[src/design/ctrl_pkg.sv]
// ====================
// Controller-side definitions
// Command word layout and status byte bit positions
// ====================

package ctrl_pkg;

	// Decoded view of the command word, MSB first
	typedef struct packed {
		logic [2:0] drv_num;
		logic       block_wr;
		logic       block_rd;
		logic       lba_sel;
	} cmd_fields_t;

	// Same six bits, seen raw or as fields
	typedef union packed {
		logic [5:0]  raw;
		cmd_fields_t fields;
	} cmd_word_u;

	// ====================
	// Status byte layout
	// ====================
	// Single-bit flags
	localparam int ST_IO_DONE = 0;
	localparam int ST_MOUNTED = 1;
	localparam int ST_RO      = 7;

	// Low bit of multi-bit fields
	// fileno spans 4:2, image type spans 6:5
	localparam int ST_FILENO = 2;
	localparam int ST_TYPE   = 5;

endpackage

[src/design/disk_pkg.sv]
// ====================
// Storage-side constants for the disk bridge
// Drive count, sector buffer depth and
// block address width
// ====================

package disk_pkg;

	// Number of drives served by the host storage
	localparam int NUM_DRIVES = 8;

	// Drive number width, enough to index every drive
	localparam int DRV_W = 3;

	// Default sector buffer address width, 512 bytes
	localparam int BUF_AW_DEF = 9;

	// Block address and image size width
	localparam int LBA_W = 32;

endpackage

[src/design/bridge_ifs.sv]
// ====================
// Internal interfaces of the disk bridge
// ctrl_evt_if  controller events and buffer port
// mount_iface  latched image mount state
// ====================

`timescale 1ns/1ns

interface ctrl_evt_if import disk_pkg::*; #(
	parameter int BUF_AW = BUF_AW_DEF
) ();

	// Block request pulses and target drive
	logic             blk_rd_req;
	logic             blk_wr_req;
	logic [DRV_W-1:0] drv_num;

	// Controller side of the sector buffer
	logic              buf_wr;
	logic [7:0]        buf_wdata;
	logic [7:0]        buf_rdata;
	logic [BUF_AW-1:0] buf_ptr;

	modport src (
		output blk_rd_req, blk_wr_req, drv_num,
		output buf_wr, buf_wdata, buf_ptr,
		input  buf_rdata
	);

	modport req (input blk_rd_req, blk_wr_req, drv_num);

	modport buff (input buf_wr, buf_wdata, buf_ptr, output buf_rdata);

endinterface

interface mount_iface import disk_pkg::*; ();

	logic             mounted;
	logic [DRV_W-1:0] fileno;
	logic [1:0]       img_type;
	logic             read_only;
	logic [LBA_W-1:0] file_size;

	modport src (output mounted, fileno, img_type, read_only, file_size);

	modport sink (input mounted, fileno, img_type, read_only, file_size);

endinterface

[src/design/ctrl_port.sv]
// ====================
// Controller register port
// Strobe edge detection, block address latch,
// sector buffer pointer, status and read data
// ====================

`timescale 1ns/1ns

module ctrl_port import disk_pkg::*, ctrl_pkg::*; #(
	parameter int BUF_AW = BUF_AW_DEF
) (
	input  logic             clk_sys,
	input  logic             areset,
	input  cmd_word_u        ctrl_cmd_i,
	input  logic [LBA_W-1:0] ctrl_data_i,
	input  logic             ctrl_data_wr_i,
	input  logic             ctrl_data_rd_i,
	input  logic             ctrl_io_wr_i,
	input  logic             io_done_i,
	ctrl_evt_if.src          evt,
	mount_iface.sink         mnt,
	output logic [7:0]       ctrl_status_o,
	output logic [LBA_W-1:0] ctrl_rdata_o,
	output logic [LBA_W-1:0] sd_lba_o
);

	// Strobe history
	logic      wr_q1;
	logic      wr_q2;
	logic      rd_q;
	cmd_word_u cmd_q;

	logic              wr_rise;
	logic              rd_fall;
	logic              buf_wr_q;
	logic [7:0]        buf_wdata_q;
	logic [BUF_AW-1:0] buf_ptr_q;

	// ====================
	// Strobe edges
	// ====================
	// Data write strobe is acted on after two register stages
	assign wr_rise = wr_q1 & ~wr_q2;
	assign rd_fall = rd_q & ~ctrl_data_rd_i;

	// Block requests fire on the rising edge of the command bit
	assign evt.blk_rd_req = ctrl_cmd_i.fields.block_rd & ~cmd_q.fields.block_rd;
	assign evt.blk_wr_req = ctrl_cmd_i.fields.block_wr & ~cmd_q.fields.block_wr;
	assign evt.drv_num    = ctrl_cmd_i.fields.drv_num;

	always_ff @(posedge clk_sys) begin
		if (areset) begin
			wr_q1     <= 1'b0;
			wr_q2     <= 1'b0;
			rd_q      <= 1'b0;
			cmd_q.raw <= '0;
			buf_wr_q  <= 1'b0;
			buf_ptr_q <= '0;
		end else begin
			wr_q1     <= ctrl_data_wr_i;
			wr_q2     <= wr_q1;
			rd_q      <= ctrl_data_rd_i;
			cmd_q.raw <= ctrl_cmd_i.raw;

			buf_wr_q <= 1'b0;
			if (wr_rise && !ctrl_cmd_i.fields.lba_sel)
				buf_wr_q <= 1'b1;

			// Advance after a buffer write or at the end of a read
			if (buf_wr_q)
				buf_ptr_q <= buf_ptr_q + 1'b1;
			if (rd_fall)
				buf_ptr_q <= buf_ptr_q + 1'b1;

			// io_wr rewinds the pointer and overrides any advance
			if (ctrl_io_wr_i)
				buf_ptr_q <= '0;
		end
	end

	// Block address and write byte
	always_ff @(posedge clk_sys) begin
		if (wr_rise) begin
			if (ctrl_cmd_i.fields.lba_sel)
				sd_lba_o <= ctrl_data_i;
			else
				buf_wdata_q <= ctrl_data_i[7:0];
		end
	end

	assign evt.buf_wr    = buf_wr_q;
	assign evt.buf_wdata = buf_wdata_q;
	assign evt.buf_ptr   = buf_ptr_q;

	// ====================
	// Status and read data
	// ====================
	always_comb begin
		ctrl_status_o                     = '0;
		ctrl_status_o[ST_IO_DONE]         = io_done_i;
		ctrl_status_o[ST_MOUNTED]         = mnt.mounted;
		ctrl_status_o[ST_FILENO +: DRV_W] = mnt.fileno;
		ctrl_status_o[ST_TYPE +: 2]       = mnt.img_type;
		ctrl_status_o[ST_RO]              = mnt.read_only;
	end

	// File size while lba_sel is set, else the byte under the pointer
	assign ctrl_rdata_o = ctrl_cmd_i.fields.lba_sel ? mnt.file_size :
		{{(LBA_W-8){1'b0}}, evt.buf_rdata};

endmodule

[src/flat_wrapper.sv]
// flat-port wrapper written by rule: the top's interface ports become plain ports
module ctrl_port_flat import disk_pkg::*, ctrl_pkg::*;
#(
	parameter int BUF_AW = BUF_AW_DEF
)
  (clk_sys, areset, ctrl_cmd_i, ctrl_data_i, ctrl_data_wr_i, ctrl_data_rd_i, ctrl_io_wr_i, io_done_i, ctrl_status_o, ctrl_rdata_o, sd_lba_o, evt_blk_rd_req, evt_blk_wr_req, evt_drv_num, evt_buf_wr, evt_buf_wdata, evt_buf_ptr, evt_buf_rdata, mnt_mounted, mnt_fileno, mnt_img_type, mnt_read_only, mnt_file_size);
  ctrl_evt_if #(.BUF_AW(BUF_AW)) evt_i ();
  mount_iface mnt_i ();
  input  logic clk_sys;
  input  logic areset;
  input  cmd_word_u ctrl_cmd_i;
  input  logic [LBA_W-1:0] ctrl_data_i;
  input  logic ctrl_data_wr_i;
  input  logic ctrl_data_rd_i;
  input  logic ctrl_io_wr_i;
  input  logic io_done_i;
  output logic [7:0] ctrl_status_o;
  output logic [LBA_W-1:0] ctrl_rdata_o;
  output logic [LBA_W-1:0] sd_lba_o;
  output wire logic [$bits(evt_i.blk_rd_req)-1:0] evt_blk_rd_req;
  output wire logic [$bits(evt_i.blk_wr_req)-1:0] evt_blk_wr_req;
  output wire logic [$bits(evt_i.drv_num)-1:0] evt_drv_num;
  output wire logic [$bits(evt_i.buf_wr)-1:0] evt_buf_wr;
  output wire logic [$bits(evt_i.buf_wdata)-1:0] evt_buf_wdata;
  output wire logic [$bits(evt_i.buf_ptr)-1:0] evt_buf_ptr;
  input wire logic [$bits(evt_i.buf_rdata)-1:0] evt_buf_rdata;
  input wire logic [$bits(mnt_i.mounted)-1:0] mnt_mounted;
  input wire logic [$bits(mnt_i.fileno)-1:0] mnt_fileno;
  input wire logic [$bits(mnt_i.img_type)-1:0] mnt_img_type;
  input wire logic [$bits(mnt_i.read_only)-1:0] mnt_read_only;
  input wire logic [$bits(mnt_i.file_size)-1:0] mnt_file_size;
  assign evt_blk_rd_req = evt_i.blk_rd_req;
  assign evt_blk_wr_req = evt_i.blk_wr_req;
  assign evt_drv_num = evt_i.drv_num;
  assign evt_buf_wr = evt_i.buf_wr;
  assign evt_buf_wdata = evt_i.buf_wdata;
  assign evt_buf_ptr = evt_i.buf_ptr;
  assign evt_i.buf_rdata = evt_buf_rdata;
  assign mnt_i.mounted = mnt_mounted;
  assign mnt_i.fileno = mnt_fileno;
  assign mnt_i.img_type = mnt_img_type;
  assign mnt_i.read_only = mnt_read_only;
  assign mnt_i.file_size = mnt_file_size;
  ctrl_port #(.BUF_AW(BUF_AW)) u_core (.clk_sys(clk_sys), .areset(areset), .ctrl_cmd_i(ctrl_cmd_i), .ctrl_data_i(ctrl_data_i), .ctrl_data_wr_i(ctrl_data_wr_i), .ctrl_data_rd_i(ctrl_data_rd_i), .ctrl_io_wr_i(ctrl_io_wr_i), .io_done_i(io_done_i), .evt(evt_i), .mnt(mnt_i), .ctrl_status_o(ctrl_status_o), .ctrl_rdata_o(ctrl_rdata_o), .sd_lba_o(sd_lba_o));
endmodule
[config.mk]
export PLATFORM = sky130hd
export DESIGN_NAME = ctrl_port_flat
export DESIGN_NICKNAME = d
export VERILOG_FILES = /design/src/design/ctrl_pkg.sv /design/src/design/disk_pkg.sv /design/src/design/bridge_ifs.sv /design/src/design/ctrl_port.sv /design/src/flat_wrapper.sv
export SDC_FILE = /design/constraint.sdc
export NUM_CORES = 1
export LEC_CHECK = 0
export BUFFER_PORTS_ARGS = -buffer_cell sky130_fd_sc_hd__buf_2
export CAP_MARGIN = 20
export CORE_ASPECT_RATIO = 0.7
export CORE_UTILIZATION = 38
export CTS_CLUSTER_DIAMETER = 40
export DETAILED_ROUTE_END_ITERATION = 8
export PLACE_DENSITY = 0.8
export SYNTH_ARGS = -nofsm -noshare
export SYNTH_HDL_FRONTEND = slang
export SYNTH_SLANG_ARGS = --single-unit
[constraint.sdc]
create_clock -name clk_sys -period 2.07 [get_ports clk_sys]
set_input_delay 0.3105 -clock clk_sys [delete_from_list [all_inputs] [get_ports clk_sys]]
set_output_delay 0.3105 -clock clk_sys [all_outputs]
set_load 0.005 [all_outputs]
==> results of run 1 <==
==> report_power, final <==
| part | switching, mW | internal [mW] |
|---|---|---|
| logic | 0.0929 | 0.123 |
| registers | 0.00862 | 1.21 |
| clock network | 0.328 | 0.243 |
==> critical path, delay by kind of cell <==
kind | cells | cell delay (ps)
buffers and inverters | 2 | 490
muxes | 1 | 390
==> cells in the final DEF, fill, tap and decap left out <==
cell,netlist,layout
sky130_fd_sc_hd__buf_4,12,1
sky130_fd_sc_hd__buf_12,0,1
sky130_fd_sc_hd__and3b_1,1,1
sky130_fd_sc_hd__and3_1,3,3
sky130_fd_sc_hd__mux2_2,8,8
sky130_fd_sc_hd__inv_6,0,1
sky130_fd_sc_hd__nor3b_1,1,1
sky130_fd_sc_hd__a21oi_1,1,1
sky130_fd_sc_hd__buf_2,2,163
sky130_fd_sc_hd__edfxtp_1,40,40
sky130_fd_sc_hd__ha_1,1,1
sky130_fd_sc_hd__clkbuf_8,0,5
sky130_fd_sc_hd__xor2_1,8,8
sky130_fd_sc_hd__or2_2,1,1
sky130_fd_sc_hd__o2111ai_1,4,4
sky130_fd_sc_hd__clkinvlp_4,0,1
sky130_fd_sc_hd__o21ai_1,3,3
sky130_fd_sc_hd__nor2b_1,9,9
sky130_fd_sc_hd__and2_1,24,24
sky130_fd_sc_hd__clkbuf_1,2,1
sky130_fd_sc_hd__nor2_1,9,9
sky130_fd_sc_hd__nand2_1,1,1
sky130_fd_sc_hd__dfxtp_1,15,15
sky130_fd_sc_hd__o21ai_0,1,1
==> per-layer routing <==
metal,vias up,wire (um)
met4,0,38
met5,-,0
li1,809,-
met2,80,2410
met3,8,452
met1,760,2290
==> registers in the layout (all words and copies together), names as in the netlist <==
name and count:
u_core.sd_lba_o 32, u_core.evt.buf_ptr 9, u_core.evt.buf_wdata 8, u_core.cmd_q 2
u_core.evt.buf_wr 1, u_core.rd_q 1, u_core.wr_q1 1, u_core.wr_q2 1
==> stage by stage <==
stage          instance area (um2)  total power, mW  hold slack (ps)  std cells  setup WS (ps)
2_1_floorplan                 2150             1.34              382        148            177
3_3_place_gp                  2950             1.46              464        367            588
3_5_place_dp                  2950             1.46              471        367            558
4_1_cts                       3040             2.04              168        375            556
5_1_grt                       3040             2.11              161        375            478
6_report                      3040             2.01              181        375            554
==> kinds of logic (layout without fill, tap and decap cells) <==
group | after synthesis | count (layout) | share of synthesized area
compound gates | 9 | 9 | 0.0279
xor+xnor | 8 | 8 | 0.0326
fa+ha+maj | 1 | 1 | 0.00582
buf+inv | 18 | 173 | 0.0605
flops | 55 | 55 | 0.698
mux | 8 | 8 | 0.0419
simple gates | 49 | 49 | 0.133
==> worst max path at each step <==
stage	endpoint	slack [ps]
after floorplan	u_core.sd_lba_o[0]	180
after global placement	ctrl_rdata_o[0]	590
after detailed placement	ctrl_rdata_o[7]	560
after CTS	ctrl_rdata_o[7]	560
after global routing	ctrl_rdata_o[5]	480
final	ctrl_rdata_o[2]	550
==> final cells by class <==
| cell class | count | area [um2] |
|---|---|---|
| sequential | 55 | 1500 |
| tap | 72 | 90.1 |
| clock inverter | 2 | 16.3 |
| timing repair buffer | 165 | 843 |
| clock buffer | 6 | 72.6 |
| fill | 465 | 2300 |
| multi-input combinational | 75 | 518 |
==> summary.json, run 1 <==
{
  "status": {"value": "completed"},
  "first_global_vias": {"value": 1564},
  "synth-edff-count": {"value": 40},
  "ff2ff_setup_slack": {"value": 760, "unit": "ps"},
  "cts_htree_levels": {"value": 2},
  "cp_cell_sequence": {"value": "buf_2, mux2_2, buf_2"},
  "max_stage_delay": {"value": 390, "unit": "ps"},
  "grt_util_met1": {"value": 0.231},
  "post-synth-top-area-cell": {"value": "sky130_fd_sc_hd__edfxtp_1"},
  "arrival": {"value": 1210, "unit": "ps"},
  "synth_most_common_cell": {"value": "sky130_fd_sc_hd__edfxtp_1"},
  "clk_latency": {"value": 300, "unit": "ps"},
  "port_buffers": {"value": 163},
  "count_of_state_elements_after_synthesis": {"value": 55},
  "critical_path.slowest_cell": {"value": "sky130_fd_sc_hd__mux2_2"},
  "critPathLaunch": {"value": "ctrl_cmd_i[0]"},
  "synthTopCellsByArea": {"value": "sky130_fd_sc_hd__edfxtp_1, sky130_fd_sc_hd__dfxtp_1, sky130_fd_sc_hd__and2_1, sky130_fd_sc_hd__buf_4, sky130_fd_sc_hd__mux2_2"},
  "setup-tns-final": {"value": 0, "unit": "ps"},
  "r2r_cells": {"value": 4},
  "initial_core_util": {"value": 0.403},
  "synth_cells": {"value": 148},
  "global_route_wire_length_before_repair": {"value": 7.76, "unit": "mm"},
  "drt-vias-per-instance": {"value": 4.42},
  "cts_setup_buffers": {"value": 0},
  "globalRouteOverflowTotal": {"value": 0},
  "core_area": {"value": 5340, "unit": "um2"},
  "drc_errors": {"value": 0},
  "die_h": {"value": 64.9, "unit": "um"},
  "worst_clock_skew": {"value": 3.76, "unit": "ps"},
  "root_buffer": {"value": "sky130_fd_sc_hd__clkbuf_8"},
  "dpl.hpwl": {"value": 4.19, "unit": "mm"},
  "tritoncts_clock_tree": {"value": "built"},
  "globalRouteMet3Util": {"value": 0.0528},
  "yosysWarnings": {"value": 0},
  "worstSetupPathType": {"value": "input port to output pin"},
  "fin_crit_sh": {"value": 0.732},
  "power-per-cell-area": {"value": 660, "unit": "nW/um2"},
  "timing.slew.headroom": {"value": 0.628},
  "hold_fix_buffers_cts": {"value": 0},
  "cp-start-kind": {"value": "input port"},
  "min_from": {"value": "ctrl_data_i[26]"},
  "gp_congestion": {"value": 0.799},
  "synthDistinctLibCells": {"value": 21},
  "crit_path_max_fanout": {"value": 34},
  "transition_at_the_pin_with_the_smallest_max_transition_slack": {"value": 557, "unit": "ps"},
  "vdd_ir_drop_max": {"value": 0.287, "unit": "mV"},
  "mappedNetlistArea": {"value": 2150, "unit": "um2"},
  "postSynth.asyncResetShare": {"value": 0},
  "routed_wl": {"value": 5.20, "unit": "mm"},
  "min_period": {"value": 1520, "unit": "ps"},
  "hold_violations": {"value": 0},
  "worst_path_most_repeated_cell": {"value": "sky130_fd_sc_hd__buf_2"},
  "final_core_utilization": {"value": 0.570},
  "cts.path.max_buffers": {"value": 2},
  "dr.first_iter.drc_count": {"value": 78},
  "worst_case_hold_path_end_point": {"value": "u_core.sd_lba_o[26]"},
  "synth_top_flop_cell": {"value": "sky130_fd_sc_hd__edfxtp_1"},
  "diodes": {"value": 0},
  "tritoncts_num_sinks": {"value": 55},
  "final-setup-viol-count": {"value": 0},
  "largest_net_degree_at_the_start_of_global_routing": {"value": 35},
  "data_required_critical_path": {"value": 1760, "unit": "ps"},
  "die_outline_area": {"value": 5970, "unit": "um2"},
  "peak_clock_frequency_supported_by_timing": {"value": 660, "unit": "MHz"},
  "detailedRoute.firstPassIterationCount": {"value": 4},
  "cts_made_buffers": {"value": 5},
  "post_synth.cell_area_avg": {"value": 14.5, "unit": "um2"},
  "fraction_of_layout_instances_using_a_drive_strength_above_1": {"value": 0.597},
  "antenna_left": {"value": 0},
  "synth_top_area_share": {"value": 0.559},
  "hold_path_class": {"value": "input port to register"},
  "ioPinCount": {"value": 186},
  "globalRouteTotalUtil": {"value": 0.173},
  "seq_area_frac_synth": {"value": 0.698},
  "areaGrowthSynthToFinish": {"value": 41.5, "unit": "%"},
  "cellLeakagePower": {"value": 1.42, "unit": "nW"},
  "routed-via-count": {"value": 1657},
  "clk_pin_slew_worst_paths": {"value": 90, "unit": "ps"},
  "worstHoldPathCells": {"value": 1},
  "finalMaxSlewViolations": {"value": 0},
  "reg2reg_to": {"value": "u_core.evt.buf_ptr[6]"},
  "timing.max_cap.violations": {"value": 0},
  "post_cts_resized": {"value": 0},
  "antenna_found_initial": {"value": 0},
  "worstSetupEndpointType": {"value": "output pin"},
  "drt-wirelength-per-cell": {"value": 13.9, "unit": "um"},
  "final_net_count": {"value": 394},
  "rsz0062_at_grt": {"value": "false"},
  "gr-max-usage-layer": {"value": "met2"},
  "floorplan.rows": {"value": 22},
  "gr_layer_usage_met2": {"value": 0.275},
  "synth_fp_nets": {"value": 240},
  "synthTopCellsByCount": {"value": "sky130_fd_sc_hd__edfxtp_1, sky130_fd_sc_hd__and2_1, sky130_fd_sc_hd__dfxtp_1, sky130_fd_sc_hd__buf_4"},
  "die-width": {"value": 91.9, "unit": "um"},
  "r2r-start": {"value": "u_core.rd_q"}
}
Note: power is estimated with default switching activity, not from simulation.
==> inputs of run 2 (changes only) <==
==> constraint.sdc (replaced) <==
create_clock -name clk_sys -period 1.5 [get_ports clk_sys]
set_input_delay 0.225 -clock clk_sys [delete_from_list [all_inputs] [get_ports clk_sys]]
set_output_delay 0.225 -clock clk_sys [all_outputs]
set_load 0.005 [all_outputs]
==> summary.json, run 2 (synthesized netlist as in run 1, its figures left out) <==
{
  "status": {"value": "completed"},
  "root_buffer": {"value": "sky130_fd_sc_hd__clkbuf_8"},
  "rsz0062_at_grt": {"value": "false"},
  "globalRouteTotalUtil": {"value": 0.162, "change": "-0.0110"},
  "layout.cells.most_common_list": {"value": "sky130_fd_sc_hd__buf_2, sky130_fd_sc_hd__edfxtp_1, sky130_fd_sc_hd__and2_1"},
  "hold_fix_buffers_cts": {"value": 0, "change": "unchanged"},
  "cts.path.max_buffers": {"value": 2, "change": "unchanged"},
  "areaGrowthSynthToFinish": {"value": 42.0, "unit": "%"},
  "globalRouteOverflowTotal": {"value": 0, "change": "unchanged"},
  "placed_cells_incl_taps": {"value": 368, "change": "+0.27%"},
  "setup-tns-final": {"value": 0, "unit": "ps", "change": "unchanged"},
  "cts_setup_buffers": {"value": 0, "change": "unchanged"},
  "fraction_of_layout_instances_using_a_drive_strength_above_1": {"value": 0.605, "change": "+0.00790"},
  "largest_net_degree_at_the_start_of_global_routing": {"value": 35, "change": "unchanged"},
  "worstSetupEndpointType": {"value": "output pin"},
  "mostFrequentLayoutCell": {"value": "sky130_fd_sc_hd__buf_2"},
  "ff2ff_setup_slack": {"value": 220, "unit": "ps", "change": "-540 ps"},
  "comb_power_share": {"value": 0.105, "change": "-0.003"},
  "cts_made_buffers": {"value": 5, "change": "unchanged"},
  "r2r-start": {"value": "u_core.evt.buf_ptr[0]"},
  "transition_at_the_pin_with_the_smallest_max_transition_slack": {"value": 464, "unit": "ps", "change": "-93.2 ps"},
  "crit_path_max_fanout": {"value": 34, "change": "unchanged"},
  "worst_clock_skew": {"value": 8.17, "unit": "ps", "change": "+4.41 ps"},
  "drt-vias-per-instance": {"value": 4.39, "change": "-0.75%"},
  "swShare": {"value": 0.215, "change": "+0.000771"},
  "worst_case_hold_path_end_point": {"value": "u_core.sd_lba_o[17]"},
  "vdd_ir_drop_max": {"value": 0.341, "unit": "mV", "change": "+19%"},
  "die_outline_area": {"value": 5970, "unit": "um2", "change": "unchanged"},
  "largest-register": {"value": "u_core.sd_lba_o"},
  "hold_violations": {"value": 0, "change": "unchanged"},
  "initial_core_util": {"value": 0.403, "change": "unchanged"},
  "antenna_left": {"value": 0, "change": "unchanged"},
  "diodes": {"value": 0, "change": "unchanged"},
  "min_from": {"value": "ctrl_data_i[17]"},
  "data_required_critical_path": {"value": 1270, "unit": "ps", "change": "-490 ps"},
  "cellLeakagePower": {"value": 1.43, "unit": "nW", "change": "+0.81%"},
  "clk_pin_slew_worst_paths": {"value": 100, "unit": "ps", "change": "about the same"},
  "share_clk_of_total_power": {"value": 0.288, "change": "+0.003"},
  "power-per-cell-area": {"value": 909, "unit": "nW/um2", "change": "+38%"},
  "hold_path_class": {"value": "input port to register"},
  "gp_congestion": {"value": 0.867, "change": "+8.5%"},
  "sequentialPowerShare": {"value": 0.607, "change": "about the same"},
  "finalMaxSlewViolations": {"value": 0, "change": "unchanged"},
  "dpl.hpwl": {"value": 4.00, "unit": "mm", "change": "-4.5%"},
  "routed-via-count": {"value": 1649, "change": "-0.48%"},
  "total_switching_power": {"value": 596, "unit": "uW", "change": "+39%"},
  "tritoncts_clock_tree": {"value": "built"},
  "cell_internal_pwr": {"value": 2.18, "unit": "mW", "change": "+38%"},
  "drc_errors": {"value": 0, "change": "unchanged"},
  "post_cts_resized": {"value": 0, "change": "unchanged"},
  "dr.first_iter.drc_count": {"value": 47, "change": "-40%"},
  "arrival": {"value": 1140, "unit": "ps", "change": "-70 ps"},
  "fin_crit_sh": {"value": 0.908},
  "first_global_vias": {"value": 1480, "change": "-5.4%"},
  "tritoncts_num_sinks": {"value": 55, "change": "unchanged"},
  "cp-start-kind": {"value": "input port"},
  "global_route_wire_length_before_repair": {"value": 7.38, "unit": "mm", "change": "-4.9%"},
  "instances_no_fill": {"value": 376, "change": "+0.27%"},
  "peak_clock_frequency_supported_by_timing": {"value": 734, "unit": "MHz"},
  "cts_htree_levels": {"value": 2, "change": "unchanged"},
  "drt-wirelength-per-cell": {"value": 13.4, "unit": "um", "change": "-3.5%"},
  "min_period": {"value": 1360, "unit": "ps"},
  "worstHoldPathCells": {"value": 1, "change": "unchanged"},
  "routed_wl": {"value": 5.03, "unit": "mm", "change": "-3.2%"},
  "core_area": {"value": 5340, "unit": "um2", "change": "unchanged"},
  "reg2reg_to": {"value": "u_core.evt.buf_ptr[8]"},
  "floorplan.rows": {"value": 22, "change": "unchanged"},
  "detailedRoute.firstPassIterationCount": {"value": 4, "change": "unchanged"},
  "final_net_count": {"value": 395, "change": "+0.25%"},
  "largest_register_ffs": {"value": 32, "change": "unchanged"},
  "antenna_found_initial": {"value": 0, "change": "unchanged"},
  "final-setup-viol-count": {"value": 0, "change": "unchanged"},
  "timing.max_cap.violations": {"value": 0, "change": "unchanged"},
  "r2r_cells": {"value": 5, "change": "+1"},
  "worstSetupPathType": {"value": "input port to output pin"},
  "die-width": {"value": 91.9, "unit": "um", "change": "unchanged"},
  "num-fill-cells": {"value": 456, "change": "-1.9%"},
  "die_h": {"value": 64.9, "unit": "um", "change": "unchanged"},
  "ioPinCount": {"value": 186, "change": "unchanged"},
  "timing.slew.headroom": {"value": 0.691, "change": "+0.0629"},
  "port_buffers": {"value": 163, "change": "unchanged"},
  "clk_latency": {"value": 300, "unit": "ps", "change": "about the same"}
}
-- run 2: worst max-delay path by stage --
stage	startpoint	end	slack, ps	cells past startpoint
6_report	ctrl_cmd_i[0]	ctrl_rdata_o[6]	140	3
5_1_grt	ctrl_cmd_i[0]	ctrl_rdata_o[7]	70	3
4_1_cts	ctrl_cmd_i[0]	ctrl_rdata_o[6]	140	3
3_5_place_dp	ctrl_cmd_i[0]	u_core.sd_lba_o[13]	70	3
3_3_place_gp	ctrl_cmd_i[0]	u_core.sd_lba_o[10]	120	3
2_1_floorplan	ctrl_cmd_i[0]	u_core.evt.buf_wdata[0]	20	2
-- run 2: final cells by class --
cell class	count	area, um2	share of cell area
Sequential cell	55	1500	0.492
Timing Repair Buffer	166	851	0.279
Multi-Input combinational cell	75	519	0.170
Tap cell	72	90.1	0.0295
Clock buffer	5	68.8	0.0225
Clock inverter	3	22.5	0.00738
-- run 2: stage by stage --
step                total power [mW]  area (um2)   util  hold slack [ps]  setup WS (ps)
floorplan                       1.84        2150      -              297           20.4
global placement                2.00        2960  0.555              403            125
detailed placement              2.01        2960  0.555              403           71.1
CTS                             2.82        3050  0.572             81.2            145
global route                    2.91        3050  0.572             76.9           70.6
finish                          2.77        3050  0.572             94.2            138
-- run 2: power groups by stage --
stage	combinational [mW]	sequential, mW	clock [mW]
after floorplan	0.123	1.72	0
after global placement	0.287	1.72	0
after detailed placement	0.294	1.72	0
after CTS	0.295	1.68	0.837
after global routing	0.323	1.69	0.897
final	0.292	1.68	0.798
-- run 2: critical path, cell delays in order --
cell and delay (ps):
sky130_fd_sc_hd__buf_2 380, sky130_fd_sc_hd__mux2_2 390, sky130_fd_sc_hd__buf_2 130
-- run 2: metal layers --
metal / GRT usage / vias to the layer above / part of all wire
li1: - / 813 / -
met1: 0.213 / 746 / 0.46
met2: 0.265 / 80 / 0.46
met3: 0.0446 / 10 / 0.073
met4: 0.0488 / 0 / 0.013
met5: 0 / - / 0
==> inputs of run 3 (changes only) <==
--- a/config.mk
+++ b/config.mk
@@ -8,7 +8,9 @@
 export BUFFER_PORTS_ARGS = -buffer_cell sky130_fd_sc_hd__buf_2
 export CAP_MARGIN = 20
 export CORE_ASPECT_RATIO = 0.7
+export CORE_MARGIN = 2
 export CORE_UTILIZATION = 38
+export CTS_BUF_LIST = sky130_fd_sc_hd__clkbuf_4 sky130_fd_sc_hd__clkbuf_8 sky130_fd_sc_hd__clkbuf_16
 export CTS_CLUSTER_DIAMETER = 40
 export DETAILED_ROUTE_END_ITERATION = 8
 export PLACE_DENSITY = 0.8
==> summary.json, run 3 (synthesized netlist as in run 1, its figures left out) <==
{
  "root_buffer": {"value": "sky130_fd_sc_hd__clkbuf_8"},
  "swShare": {"value": 0.216, "change": "+0.00122"},
  "drc_errors": {"value": 0, "change": "unchanged"},
  "vdd_ir_drop_max": {"value": 0.437, "unit": "mV", "change": "+28%"},
  "diodes": {"value": 0, "change": "unchanged"},
  "max_stage_delay": {"value": 400, "unit": "ps", "change": "about the same"},
  "timing.slew.headroom": {"value": 0.624, "change": "-0.0667"},
  "hold_violations": {"value": 0, "change": "unchanged"},
  "hold_path_class": {"value": "input port to register"},
  "largest_register_ffs": {"value": 32, "change": "unchanged"},
  "mostFrequentLayoutCell": {"value": "sky130_fd_sc_hd__buf_2"},
  "finalHoldWorstSlack": {"value": 90.0, "unit": "ps", "change": "-4.19 ps"},
  "cp_cell_sequence": {"value": "buf_2, mux2_2, buf_2"},
  "total_power": {"value": 2.78, "unit": "mW", "change": "+0.26%"},
  "dpl.hpwl": {"value": 4.01, "unit": "mm", "change": "+0.11%"},
  "ff_latch_area": {"value": 1500, "unit": "um2", "change": "unchanged"},
  "largest_net_degree_at_the_start_of_global_routing": {"value": 35, "change": "unchanged"},
  "cts_htree_levels": {"value": 2, "change": "unchanged"},
  "share_clk_of_total_power": {"value": 0.290, "change": "+0.002"},
  "drt-wirelength-per-cell": {"value": 13.4, "unit": "um", "change": "+0.11%"},
  "power-per-cell-area": {"value": 912, "unit": "nW/um2", "change": "+0.35%"},
  "tritoncts_num_sinks": {"value": 55, "change": "unchanged"},
  "total_switching_power": {"value": 601, "unit": "uW", "change": "+0.83%"},
  "worst_clock_skew": {"value": 4.01, "unit": "ps", "change": "-4.17 ps"},
  "worst_path_most_repeated_cell": {"value": "sky130_fd_sc_hd__buf_2"},
  "initial_core_util": {"value": 0.403, "change": "unchanged"},
  "worstSetupPathType": {"value": "input port to output pin"},
  "critical_path.slowest_cell": {"value": "sky130_fd_sc_hd__mux2_2"},
  "rsz0062_at_grt": {"value": "false"},
  "finalMaxSlewViolations": {"value": 0, "change": "unchanged"},
  "globalRouteOverflowTotal": {"value": 0, "change": "unchanged"},
  "data_required_critical_path": {"value": 1270, "unit": "ps", "change": "about the same"},
  "die_h": {"value": 66.9, "unit": "um", "change": "+3.1%"},
  "areaGrowthSynthToFinish": {"value": 41.9, "unit": "%", "change": "about the same"},
  "cp-start-kind": {"value": "input port"},
  "port_buffers": {"value": 163, "change": "unchanged"},
  "arrival": {"value": 1130, "unit": "ps", "change": "about the same"},
  "routed-via-count": {"value": 1648, "change": "-0.061%"},
  "final_net_count": {"value": 394, "change": "-0.25%"},
  "clk_pin_slew_worst_paths": {"value": 100, "unit": "ps", "change": "about the same"},
  "global_route_wire_length_before_repair": {"value": 7.51, "unit": "mm", "change": "+1.8%"},
  "multiInputGateArea": {"value": 524, "unit": "um2", "change": "+0.96%"},
  "transition_at_the_pin_with_the_smallest_max_transition_slack": {"value": 563, "unit": "ps", "change": "+98.8 ps"},
  "crit_path_max_fanout": {"value": 34, "change": "unchanged"},
  "dr.first_iter.drc_count": {"value": 59, "change": "+26%"},
  "ioPinCount": {"value": 186, "change": "unchanged"},
  "first_global_vias": {"value": 1502, "change": "+1.5%"},
  "die-width": {"value": 93.9, "unit": "um", "change": "+2.2%"},
  "largest-register": {"value": "u_core.sd_lba_o"},
  "layout.cells.most_common_list": {"value": "sky130_fd_sc_hd__buf_2, sky130_fd_sc_hd__edfxtp_1, sky130_fd_sc_hd__and2_1"},
  "fraction_of_layout_instances_using_a_drive_strength_above_1": {"value": 0.607, "change": "+0.00200"},
  "sequentialPowerShare": {"value": 0.605, "change": "-0.002"},
  "peak_clock_frequency_supported_by_timing": {"value": 736, "unit": "MHz", "change": "+0.31%"},
  "fin_crit_sh": {"value": 0.905, "change": "-0.00276"},
  "setup-tns-final": {"value": 0, "unit": "ps", "change": "unchanged"},
  "core_area": {"value": 5340, "unit": "um2", "change": "unchanged"},
  "final-setup-viol-count": {"value": 0, "change": "unchanged"},
  "cellLeakagePower": {"value": 1.43, "unit": "nW", "change": "-0.19%"},
  "antenna_found_initial": {"value": 0, "change": "unchanged"},
  "floorplan.rows": {"value": 22, "change": "unchanged"},
  "tritoncts_clock_tree": {"value": "built"},
  "detailedRoute.firstPassIterationCount": {"value": 4, "change": "unchanged"},
  "worstSetupEndpointType": {"value": "output pin"},
  "cts_made_buffers": {"value": 5, "change": "unchanged"},
  "hold_fix_buffers_cts": {"value": 0, "change": "unchanged"},
  "comb_power_share": {"value": 0.105, "change": "about the same"},
  "routed_wl": {"value": 5.02, "unit": "mm", "change": "-0.16%"},
  "antenna_left": {"value": 0, "change": "unchanged"},
  "timing.max_cap.violations": {"value": 0, "change": "unchanged"},
  "cts_setup_buffers": {"value": 0, "change": "unchanged"},
  "globalRouteTotalUtil": {"value": 0.157, "change": "-0.00570"},
  "min_period": {"value": 1360, "unit": "ps", "change": "-4.14 ps"},
  "gp_congestion": {"value": 0.796, "change": "-8.1%"},
  "num-fill-cells": {"value": 472, "change": "+3.5%"},
  "cts.path.max_buffers": {"value": 2, "change": "unchanged"},
  "post_cts_resized": {"value": 0, "change": "unchanged"},
  "status": {"value": "completed"},
  "clk_latency": {"value": 300, "unit": "ps", "change": "about the same"},
  "cell_internal_pwr": {"value": 2.18, "unit": "mW", "change": "+0.11%"},
  "drt-vias-per-instance": {"value": 4.39, "change": "+0.21%"},
  "die_outline_area": {"value": 6280, "unit": "um2", "change": "+5.3%"}
}
run 3: cell types whose count changed in the layout (fill, tap and decap cells not counted), sizes merged:
cell / change
buf: -1
inv: +1
clkinv: -1
run 3: worst paths after layout:
kind | start | to | slack [ps] | depth (start not counted)
setup reg to reg | u_core.rd_q | u_core.evt.buf_ptr[7] | 230 | 4
setup / recovery | ctrl_cmd_i[0] | ctrl_rdata_o[4] | 140 | 3
hold reg to reg | u_core.wr_q1 | u_core.wr_q2 | 480 | 1
hold / removal | ctrl_data_i[11] | u_core.sd_lba_o[11] | 90 | 1
run 3: layout make-up:
cell class	count	share of cell area
clock buffers	5	0.0226
clock inverters	3	0.00738
multi-input cells	75	0.172
flip-flops and latches	55	0.492
well taps	72	0.0295
repair buffers	165	0.276
run 3: layer usage:
metal  vias to the layer above  part of all wire  wire length, um  GRT usage
li1                        809                 -                -          -
met1                       746              0.43             2140      0.206
met2                        88              0.46             2300      0.246
met3                         5              0.11              535     0.0532
met4                         0            0.0098               49     0.0471
met5                         -                 0                0          0
run 3: metrics by stage:
step,util,worst slack (ps),instances,instance area [um2]
4_1_cts,0.571,143,375,3050
6_report,0.571,142,375,3050
2_1_floorplan,-,20.4,148,2150
3_5_place_dp,0.554,67.8,367,2960
3_3_place_gp,0.554,111,367,2960
5_1_grt,0.571,45.9,375,3050
run 3: worst max-delay path: cells and delay by family:
family / cells / cell delay (ps)
buf+inv: 2 / 510
mux: 1 / 400
run 3: power groups by stage:
| stage | registers (mW) | clock network (mW) | logic [mW] |
|---|---|---|---|
| finish | 1.68 | 0.805 | 0.292 |
| global route | 1.69 | 0.906 | 0.324 |
| CTS | 1.68 | 0.846 | 0.297 |
| detailed placement | 1.72 | 0 | 0.295 |
| global placement | 1.72 | 0 | 0.287 |
| floorplan | 1.72 | 0 | 0.123 |
